==> src/cordic_params.svh <==
`ifndef CORDIC_PARAMS_SVH
`define CORDIC_PARAMS_SVH

// fixed-point word, Q2.30
`define CORDIC_WIDTH     32
`define CORDIC_FRAC_BITS 30

// rotation steps, one per atan table entry
`define CORDIC_STEPS     16

// 1/K for the rotation gain, loaded into x at start
`define CORDIC_GAIN_SEED 32'sh26DD_3B6A

// exact special results
`define COS_ONE_WORD     32'h3F80_0000
`define COS_NAN_WORD     32'h7FC0_0000

`endif

==> src/fp_pkg.sv <==
`default_nettype none

package fp_pkg;

    // ieee-754 single precision layout
    typedef struct packed {
        logic       sign;
        logic [7:0] exponent;
        logic [22:0] mantissa;
    } fp32_fields_t;

    // same word, seen raw or split into fields
    typedef union packed {
        logic [31:0]  raw;
        fp32_fields_t fields;
    } fp32_t;

    // class of the operand, latched at start
    typedef enum logic [1:0] {
        op_normal       = 2'd0,
        op_zero         = 2'd1,
        op_out_of_range = 2'd2
    } operand_class_t;

endpackage

`default_nettype wire

==> src/cordic_pkg.sv <==
`default_nettype none

`include "cordic_params.svh"

package cordic_pkg;

    // ------------------------------------------------------------------
    // rotation state
    // ------------------------------------------------------------------
    // x, y, z all in Q2.30
    // x ends as cos, y as sin, z is the residual angle
    typedef struct packed {
        logic signed [`CORDIC_WIDTH-1:0] x;
        logic signed [`CORDIC_WIDTH-1:0] y;
        logic signed [`CORDIC_WIDTH-1:0] z;
    } cordic_state_t;

    // ------------------------------------------------------------------
    // step counter
    // ------------------------------------------------------------------
    // counts 0 to CORDIC_STEPS, the top value means finished
    typedef logic [$clog2(`CORDIC_STEPS + 1)-1:0] step_index_t;

endpackage

`default_nettype wire

==> src/cordic_rotator.sv <==
`timescale 1ns/10ps
`default_nettype none

`include "cordic_params.svh"

module cordic_rotator (
    input  wire logic                     clock,
    input  wire logic                     rst,
    input  wire logic                     clk_en,
    input  wire logic                     start,
    input  wire fp_pkg::fp32_t            operand,
    output cordic_pkg::cordic_state_t     state,
    output logic                          done
);
    import cordic_pkg::*;

    step_index_t                     step;
    logic                            has_run;
    logic                            finished;
    logic [`CORDIC_WIDTH-1:0]        aligned;
    logic [7:0]                      shift;
    cordic_state_t                   load_state;
    cordic_state_t                   next_state;
    logic signed [`CORDIC_WIDTH-1:0] angle;
    logic signed [`CORDIC_WIDTH-1:0] x_shr;
    logic signed [`CORDIC_WIDTH-1:0] y_shr;

    // ------------------------------------------------------------------
    // float to Q2.30
    // ------------------------------------------------------------------
    // hidden one lands on bit 30
    // sign dropped since cos is even
    assign aligned = {2'b01, operand.fields.mantissa, {(`CORDIC_WIDTH - 25){1'b0}}};
    // exponent 0 shifts everything out
    assign shift   = 8'd127 - operand.fields.exponent;

    always_comb begin
        load_state.x = `CORDIC_GAIN_SEED;
        load_state.y = '0;
        load_state.z = aligned >> shift;
    end

    // ------------------------------------------------------------------
    // atan(2^-i) in Q2.30
    // ------------------------------------------------------------------
    always_comb begin
        case (step[3:0])
            4'd0:    angle = 32'sh3243_F6A8;
            4'd1:    angle = 32'sh1DAC_6705;
            4'd2:    angle = 32'sh0FAD_BAFC;
            4'd3:    angle = 32'sh07F5_6EA6;
            4'd4:    angle = 32'sh03FE_AB76;
            4'd5:    angle = 32'sh01FF_D55B;
            4'd6:    angle = 32'sh00FF_FAAA;
            4'd7:    angle = 32'sh007F_FF55;
            4'd8:    angle = 32'sh003F_FFEA;
            4'd9:    angle = 32'sh001F_FFFD;
            4'd10:   angle = 32'sh0010_0000;
            4'd11:   angle = 32'sh0008_0000;
            4'd12:   angle = 32'sh0004_0000;
            4'd13:   angle = 32'sh0002_0000;
            4'd14:   angle = 32'sh0001_0000;
            default: angle = 32'sh0000_8000;
        endcase
    end

    // one rotation toward z = 0
    always_comb begin
        x_shr = state.x >>> step;
        y_shr = state.y >>> step;
        if (!state.z[`CORDIC_WIDTH-1]) begin
            next_state.x = state.x - y_shr;
            next_state.y = state.y + x_shr;
            next_state.z = state.z - angle;
        end else begin
            next_state.x = state.x + y_shr;
            next_state.y = state.y - x_shr;
            next_state.z = state.z + angle;
        end
    end

    // ------------------------------------------------------------------
    // step control
    // ------------------------------------------------------------------
    assign finished = (step == step_index_t'(`CORDIC_STEPS));
    assign done     = has_run && finished;

    always_ff @(posedge clock) begin
        if (rst) begin
            step    <= step_index_t'(`CORDIC_STEPS);
            has_run <= 1'b0;
        end else if (clk_en) begin
            if (start) begin
                step    <= '0;
                has_run <= 1'b1;
            end else if (!finished) begin
                step <= step + step_index_t'(1);
            end
        end
    end

    always_ff @(posedge clock) begin
        if (clk_en) begin
            if (start) begin
                state <= load_state;
            end else if (!finished) begin
                state <= next_state;
            end
        end
    end

    step_in_range: assert property (@(posedge clock) disable iff (rst)
        step <= step_index_t'(`CORDIC_STEPS));

    // a restart always drops done on the next edge
    done_drops_on_start: assert property (@(posedge clock) disable iff (rst)
        (clk_en && start) |=> !done);

endmodule

`default_nettype wire

==> src/cos_operand_classifier.sv <==
`timescale 1ns/10ps
`default_nettype none

module cos_operand_classifier (
    input  wire logic              clock,
    input  wire logic              rst,
    input  wire logic              clk_en,
    input  wire logic              start,
    input  wire fp_pkg::fp32_t     operand,
    output fp_pkg::operand_class_t op_class
);
    import fp_pkg::*;

    operand_class_t next_class;

    // zero and denormal both collapse to cos = 1
    // anything at or above 2.0, inf and nan included, is out of range
    always_comb begin
        if (operand.fields.exponent == 8'd0) begin
            next_class = op_zero;
        end else if (operand.fields.exponent > 8'd127) begin
            next_class = op_out_of_range;
        end else begin
            next_class = op_normal;
        end
    end

    always_ff @(posedge clock) begin
        if (rst) begin
            op_class <= op_normal;
        end else if (clk_en && start) begin
            op_class <= next_class;
        end
    end

    class_encoding_valid: assert property (@(posedge clock) disable iff (rst)
        op_class inside {op_normal, op_zero, op_out_of_range});

endmodule

`default_nettype wire

==> src/cos_result_packer.sv <==
`timescale 1ns/10ps
`default_nettype none

`include "cordic_params.svh"

module cos_result_packer (
    input  wire logic signed [`CORDIC_WIDTH-1:0] x,
    input  wire fp_pkg::operand_class_t          op_class,
    input  wire logic                            done,
    output fp_pkg::fp32_t                        result
);
    import fp_pkg::*;

    logic [4:0]               lead_pos;
    logic                     found;
    logic [`CORDIC_WIDTH-1:0] norm;
    fp32_t                    packed_word;

    // ------------------------------------------------------------------
    // leading one, searched below the sign bit
    // ------------------------------------------------------------------
    always_comb begin
        lead_pos = '0;
        found    = 1'b0;
        for (int i = 0; i < `CORDIC_WIDTH - 1; i++) begin
            if (x[i]) begin
                lead_pos = 5'(i);
                found    = 1'b1;
            end
        end
    end

    // ------------------------------------------------------------------
    // normalize to float
    // ------------------------------------------------------------------
    // move the leading one up to bit 30, the Q2.30 unit position
    assign norm = x << (5'(`CORDIC_FRAC_BITS) - lead_pos);

    always_comb begin
        packed_word.fields.sign     = 1'b0;
        packed_word.fields.exponent = 8'(127 - `CORDIC_FRAC_BITS) + 8'(lead_pos);
        packed_word.fields.mantissa = norm[`CORDIC_FRAC_BITS-1 -: 23];
    end

    // special classes win over the rotator output
    always_comb begin
        case (op_class)
            op_zero:         result.raw = `COS_ONE_WORD;
            op_out_of_range: result.raw = `COS_NAN_WORD;
            default:         result.raw = found ? packed_word.raw : 32'h0000_0000;
        endcase
    end

    // a normal operand gives |cos| <= 1, so never an exponent past 127
    always_comb begin
        if (done && op_class == op_normal) begin
            normal_exponent_bound: assert (result.fields.exponent <= 8'd127);
        end
    end

endmodule

`default_nettype wire

==> src/cordic_cos.sv <==
`timescale 1ns/10ps
`default_nettype none

module cordic_cos (
    input  wire logic          clock,
    input  wire logic          rst,
    input  wire logic          clk_en,
    input  wire logic          start,
    input  wire fp_pkg::fp32_t operand,
    output fp_pkg::fp32_t      result,
    output logic               done
);
    import fp_pkg::*;
    import cordic_pkg::*;

    cordic_state_t  state;
    operand_class_t op_class;

    // ------------------------------------------------------------------
    // rotator and classifier start together
    // ------------------------------------------------------------------
    cordic_rotator u_rotator (
        .clock   (clock),
        .rst     (rst),
        .clk_en  (clk_en),
        .start   (start),
        .operand (operand),
        .state   (state),
        .done    (done)
    );

    cos_operand_classifier u_classifier (
        .clock    (clock),
        .rst      (rst),
        .clk_en   (clk_en),
        .start    (start),
        .operand  (operand),
        .op_class (op_class)
    );

    // only the final x matters for cos
    cos_result_packer u_packer (
        .x        (state.x),
        .op_class (op_class),
        .done     (done),
        .result   (result)
    );

endmodule

`default_nettype wire

==> config.mk <==
export PLATFORM = sky130hd
export DESIGN_NAME = cordic_cos
export DESIGN_NICKNAME = d
export VERILOG_FILES = /design/src/fp_pkg.sv /design/src/cordic_pkg.sv /design/src/cordic_rotator.sv /design/src/cos_operand_classifier.sv /design/src/cos_result_packer.sv /design/src/cordic_cos.sv
export VERILOG_INCLUDE_DIRS = /design/src /design/src/src
export SDC_FILE = /design/constraint.sdc
export NUM_CORES = 1
export LEC_CHECK = 0
export CAP_MARGIN = 10
export CELL_PAD_IN_SITES_DETAIL_PLACEMENT = 0
export CELL_PAD_IN_SITES_GLOBAL_PLACEMENT = 1
export CORE_ASPECT_RATIO = 0.8
export CORE_MARGIN = 3
export CORE_UTILIZATION = 25
export CTS_BUF_LIST = sky130_fd_sc_hd__clkbuf_16
export DETAILED_ROUTE_END_ITERATION = 16
export DONT_BUFFER_PORTS = 1
export PLACE_DENSITY = 0.57
export SLEW_MARGIN = 10
export SYNTH_ARGS = -nofsm -noshare
export SYNTH_HDL_FRONTEND = slang
export SYNTH_SLANG_ARGS = --single-unit
==> constraint.sdc <==
create_clock -name clock -period 6.3 [get_ports clock]
set_input_delay 0.315 -clock clock [delete_from_list [all_inputs] [get_ports clock]]
set_output_delay 0.315 -clock clock [all_outputs]
set_load 0.02 [all_outputs]
# After elaboration in Yosys (flattened, before gate mapping)

Memory sizes are Yosys's and may differ from the RTL's. A register that Yosys moved wholly into a read port is not among the register bits.
Cells that the tools add are included.

Add/sub/neg operators: 10
Multipliers: 0
Div/mod/pow operators: 0
$lt $le $gt $ge: 1
Equal/unequal tests: 4
Shifts and indexed selects: 4
Muxes and demuxes: 72
Bitwise gates (word level): 0
Reduce and logical (&&, ||, !) cells: 5

Operators by type and width:

| operator                                                       | number |
|---|---|
| two-way mux 96 bit                                             | 2 |
| adder 32 bit                                                   | 3 |
| subtractor 32 bit                                              | 3 |
| two-way mux 5 bit                                              | 17 |
| one-hot mux 32 bit (2 select lines)                            | 1 |
| >>> shifter 32 x 5 -> 32 bit                                   | 2 |
| two-way mux 4 bit                                              | 10 |
| two-way mux 1 bit                                              | 32 |
| two-way mux 32 bit                                             | 1 |
| left shift 32 x 5 -> 30 bit                                    | 1 |
| >> shifter 31 x 8 -> 32 bit                                    | 1 |
| two-way mux 31 bit                                             | 1 |
| two-way mux 3 bit                                              | 4 |
| adder 7 x 5 -> 8 bit (first input constant)                    | 1 |
| greater-than comparator 8 x 7 -> 1 bit (second input constant) | 1 |
| logical NOT 8 bit                                              | 1 |
| two-way mux 2 bit                                              | 4 |
| subtractor 7 x 8 -> 8 bit (first input constant)               | 1 |
| adder 5 x 1 -> 5 bit (second input constant)                   | 1 |
| == test 5 bit (second input constant)                          | 1 |
| subtractor 5 bit (first input constant)                        | 1 |
| AND reduction 2 bit                                            | 2 |
| == test 2 x 1 -> 1 bit (second input constant)                 | 1 |
| == test 2 bit (second input constant)                          | 1 |
| 2 further kinds                                                | 3 |

Register bits: 104
Bits in latches: 0
Memory bits (writable): 0
Bits in read-only memories: 480
Memories: 1

Memory list:

| memory          | words | width | read ports | clocked after memory_dff | write ports | RTL line             | text |
|---|---|---|---|---|---|---|---|
| (no name shown) | 16    | 30    | 1          | 1                        | 0           | cordic_rotator.sv:47 | `case (step[3:0])` |

# Depth between registers and ports, before layout

Word-level depth: 34
Gate-level depth with buffers: 27

# Modules after synthesis

A second synthesis with hierarchy kept.

Cell total of the unflattened synthesis: 2,313
Area, all modules: 19,408.6 µm²

By module, submodules not included:

| module                 | times used | cells an instance | area an instance (µm²) | sequential area each (µm²) |
|---|---|---|---|---|
| cordic_rotator         | 1          | 2,030             | 16,956.3               | 3,583.4 |
| cos_result_packer      | 1          | 272               | 2,339.7                | 0.0 |
| cos_operand_classifier | 1          | 11                | 112.6                  | 40.0 |

# Least setup slack after synthesis

Ideal clock, no wire load.

Path kind: register to register
Start: register u_rotator.step[0]
End: register, netlist name u_rotator.state[94]
Library setup time: 0.260 ns
Arrival: 5.805 ns
Required time: 6.040 ns
Path slack: 0.236 ns
Cell stages (with the launch flop): 24
Clock period less this slack: 6.064 ns
Cells stage by stage: dfxtp_1 -> buf_6 -> buf_8 -> buf_6 -> buf_2 -> mux4_2 -> a22o_1 -> a311oi_2 -> ha_1 -> o2111ai_1 -> nor4_2 -> nand3_1 -> o31ai_1 -> xnor2_1 -> ha_1 -> a21o_1 -> a21o_1 -> a21o_1 -> or3_1 -> or3_1 -> a31o_2 -> a21o_1 -> a21oi_1 -> mux2_2

Word-level cells in the longest chain between the ends: 4
Elaborated cells on any way between the ends: 5
Those cells by class: 2 x add/sub; 1 x shift; 2 x mux

RTL lines:

| item                                                     | RTL line                                   | text |
|---|---|---|
| start, declared                                          | cordic_rotator.sv:17                       | `step_index_t step;` |
| start signal, assigned                                   | cordic_rotator.sv:90                       | `` step <= step_index_t'(`CORDIC_STEPS); `` |
| start signal, assigned                                   | cordic_rotator.sv:97                       | `step <= step + step_index_t'(1);` |
| >>> shifter 32 x 5 -> 32 bit *                           | cordic_rotator.sv:70                       | `y_shr = state.y >>> step;` |
| subtractor 32 bit / adder 32 bit (equally long branches) | cordic_rotator.sv:72, cordic_rotator.sv:76 |  |
| two-way mux 96 bit *                                     | cordic_rotator.sv:71                       | `` if (!state.z[`CORDIC_WIDTH-1]) begin `` |
| two-way mux 96 bit *                                     | cordic_rotator.sv:106                      | `end else if (!finished) begin` |

Mark *: on every way between the ends. The rest lies on a longest branch, timed or not. The select of a mux whose other input is x is not followed.
A chain may end at the register's enable or synchronous reset.

# Worst setup path in the final report

Start: register u_rotator.step[1]
End: register, netlist name u_rotator.state[63]

Word-level cells in the longest chain between the ends: 4
Elaborated cells on any way between the ends: 5
Those cells by class: 2 x add/sub; 1 x shift; 2 x mux

RTL lines:

| item                                                     | RTL line                                   | text |
|---|---|---|
| >>> shifter 32 x 5 -> 32 bit *                           | cordic_rotator.sv:69                       | `x_shr = state.x >>> step;` |
| adder 32 bit / subtractor 32 bit (equally long branches) | cordic_rotator.sv:73, cordic_rotator.sv:77 |  |
| two-way mux 96 bit *                                     | cordic_rotator.sv:71                       |  |
| two-way mux 96 bit *                                     | cordic_rotator.sv:106                      |  |

Marked as above.

==> impl_metrics.csv <==
group,metric,value,unit
synthesis,synth.ff_latch_count,133,
floorplanning,start_util,25.3,%
synthesis,netlist_top_cells_count,"230 x nor2_1, 205 x nand2_1, 173 x a21oi_1",
placed_design,post-place-ws,0.0216,ns
layout,nNetsFinal,2638,
worst_setup_path,setup.worst_path.start_class,"flip-flop",
clock_network,clockRootBuffer,"clkbuf_16",
power,power_frac_comb,77.6,%
timing,finalSetupViolations,0,
power,finalPower,12.5,mW
min_path,worstHoldEndpoint,"u_rotator.state[23]$_DFFE_PP_",
run,drv_cap,0,
clock_network,cts_buffer_depth,2,
power,intPower,6.02,mW
global_routing,grt_pass1_vias,19179,
power,power_frac_seq,14.3,%
power,ir_drop,0.261,mV
timing,tightestPinTransition,1.03,ns
worst_setup_path,worst_r2r_path_depth,23,
timing,relSlewSlack,31.0,%
timing,fin_crit,6.15,ns
drt,drtIter0Drc,2263,
worst_setup_path,cp-startpoint,"u_rotator.step[1]$_SDFFE_PP0P_",
min_path,whs_path_depth,2,
layout,multi_input_area,0.0155,mm^2
worst_setup_path,r2r-start,"u_rotator.step[1]$_SDFFE_PP0P_",
synthesis,ys_seq_area_share,18.1,%
clock_network,cts_htree_levels,4,
layout,register_area,0.00364,mm^2
floorplanning,die_w,323,um
floorplanning,die_h,259,um
synthesis,synth.most_common_cell,"nor2_1",
floorplanning,rows,92,
global_routing,grt_max_degree,72,
timing,skew,0.0154,ns
worst_setup_path,crit_required,6.54,ns
power,p_leak,8.70,nW
global_routing,grt_usage,19.4,%
power,p_switching,6.47,mW
power,p_per_area,541,mW/mm^2
placed_design,gp_routability_congestion,0.948,
clock_network,cts_tree,"done",
synthesis,synth_top_area_share,14.4,%
synthesis,yosysTopAreaCell,"edfxtp_1",
synthesis,synth_cells,2403,
timing,fin_tns_setup,0,ns
synthesis,synth_edf_count,96,
timing,hold_viol,0,
global_routing,grt_pass1_wl,124,mm
clock_network,cts_buffers,17,
worst_setup_path,rr_endpoint,"u_rotator.state[63]$_SDFFCE_PP0P_",
drt,viasPerCell,5.77,
outcome,status,"finished, final reports clean",
drt,drc,0,
worst_setup_path,critPathMaxFanout,16,
global_routing,gr-total-overflow,0,
synthesis,synth_area,0.0200,mm^2
timing,drv_slew,0,
power,pwr-share-clk,8.2,%
placed_design,dp_cells,3490,
synthesis,yosysWarningCount,0,
worst_setup_path,cp.arrival,6.39,ns
synthesis,synth.distinct_cells,94,
drt,drtPass1Iterations,5,
timing,rsz0062_at_grt,"yes",
timing,max_freq,163,MHz
min_path,min_from,"operand[26]",
worst_setup_path,end_kind,"flip-flop",
power,swShare,51.8,%
synthesis,yosys-top-cells-area,"edfxtp_1 14%, mux4_2 11%, ha_1 6.8%",
floorplanning,dieArea,0.0836,mm^2
synthesis,syn_nets,2551,
drt,avgRoutedWirePerCell,23.2,um
layout,fillers,8327,
synthesis,avgSynthCellArea,8.34,um^2
min_path,hold_class,"input pin to flip-flop",
floorplanning,coreArea,0.0791,mm^2
layout,area_delta_synth_final,15.3,%
worst_setup_path,regToRegSetupSlack,0.15,ns
synthesis,synth_flop_cell,"edfxtp_1",
drt,antenna_left,0,
global_routing,antenna_found_initial,1,
timing,period_share,97.7,%
timing,finalWorstSetupSlack,0.146,ns
layout,final_util,29.2,%
clock_network,clkSlewWorstSetupHoldPaths,0.07,ns
clock_network,clk_latency,0.50,ns
clock_network,clock_sinks,133,
layout,final_cell_count_no_fill,3538,
drt,wl,82.2,mm
drt,vias,20408,
placed_design,hpwl,62.4,mm
placed_design,portBuffers,0,
worst_setup_path,critPathKind,"flip-flop to flip-flop",
layout,layout-drive-gt1-share,19.4,%
synthesis,ys_async_sr_fraction,0,%
floorplanning,io_pins,69,
==> through the flow <==
| stage | cell area [um^2] | hold WS (ns) |
|---|---|---|
| after detailed placement | 22300 | 0.390 |
| after global placement | 22300 | 0.388 |
| after global routing | 23100 | 0.0305 |
| after floorplan | 20000 | 0.384 |
| final | 23100 | 0.0484 |
| after CTS | 23000 | 0.000659 |
==> flip-flops by register name, summed over array words and instances, names as in the netlist <==
name	count
u_classifier.op_class	2
u_rotator.angle	29
u_rotator.has_run	1
u_rotator.step	5
u_rotator.state	96
==> placed cells by master (no fill, tap or decap), types with 41 or more instances in the layout <==
| cell type | instances |
|---|---|
| o21ai_0 | 146 |
| edfxtp_1 | 96 |
| mux2i_1 | 115 |
| ha_1 | 109 |
| inv_1 | 49 |
| nor3_1 | 49 |
| a21o_1 | 46 |
| xor2_1 | 79 |
| xnor2_1 | 82 |
| nand3_1 | 61 |
| a21oi_1 | 171 |
| mux4_2 | 98 |
| nand2_1 | 203 |
| o22ai_1 | 41 |
| buf_4 | 223 |
| nor2_1 | 229 |
| mux2_2 | 51 |
==> worst max-delay path: stages (launching register included) <==
cell,delay [ns]
dfxtp_4,0.53
buf_4,0.19
mux4_2,0.58
mux4_2,0.54
a221o_1,0.38
inv_1,0.08
ha_1,0.21
nand3_1,0.15
nor4_2,0.31
buf_4,0.18
a21oi_1,0.07
xor2_1,0.27
ha_1,0.33
a21oi_2,0.16
nor2b_1,0.06
o21ai_0,0.20
o211ai_1,0.15
nand3_1,0.17
nand3_1,0.20
a2111oi_4,0.42
buf_4,0.17
o211ai_1,0.10
and2_1,0.17
mux2_1,0.28
==> cell type report <==
type                    count  area share, %
clock buffers              17           1.84
diodes                      1         0.0108
repair buffers            240           8.26
clock inverters            15          0.580
flip-flops and latches    133           15.8
well taps                1034           5.60
multi-input cells        2042           67.0
inverters                  56          0.910
==> routing by layer <==
metal	GRT usage (%)	up-vias	wire [um]	share of wire (%)
met4	4.56	2	1470	1.8
met5	0	-	13	0.016
met1	30.2	10160	41000	50
li1	-	9328	-	-
met3	3.91	76	6710	8.2
met2	26.9	842	33000	40
==> worst max-delay path by stage <==
| stage | end | slack, ns | cells after the start |
|---|---|---|---|
| after global routing | u_rotator.state[63]$_SDFFCE_PP0P_ | -0.05 | 22 |
| after global placement | u_rotator.state[63]$_SDFFCE_PP0P_ | -0.05 | 21 |
| after floorplan | u_rotator.state[94]$_SDFFCE_PP0P_ | 0.24 | 23 |
| after CTS | u_rotator.state[63]$_SDFFCE_PP0P_ | 0.05 | 22 |
| final | u_rotator.state[63]$_SDFFCE_PP0P_ | 0.15 | 23 |
| after detailed placement | u_rotator.state[63]$_SDFFCE_PP0P_ | 0.02 | 22 |
==> repair_timing <==
item	CTS	global route
pin swaps	0	1
setup buffers	0	6
gates resized for setup	1	12
setup endpoints to repair	1	5
hold endpoints to repair	12	0
hold buffers	9	0
==> kinds of logic after synthesis <==
| family | after synthesis | synth area share [%] |
|---|---|---|
| other cells | 1 | 0.0187 |
| simple gates | 775 | 18.8 |
| xor+xnor | 163 | 7.16 |
| buf+inv | 228 | 5.05 |
| flops | 133 | 18.1 |
| compound gates | 722 | 23.6 |
| fa+ha+maj | 112 | 7.11 |
| mux | 269 | 20.1 |
==> power by group through the flow <==
stage / Sequential [mW] / Clock [mW] / Combinational (mW)
finish: 1.78 / 1.02 / 9.68
floorplan: 1.58 / 0 / 6.71
global route: 1.80 / 1.09 / 10.5
global placement: 1.77 / 0 / 9.40
CTS: 1.76 / 1.06 / 9.51
detailed placement: 1.77 / 0 / 9.43
(Power assumes the default switching activity.)
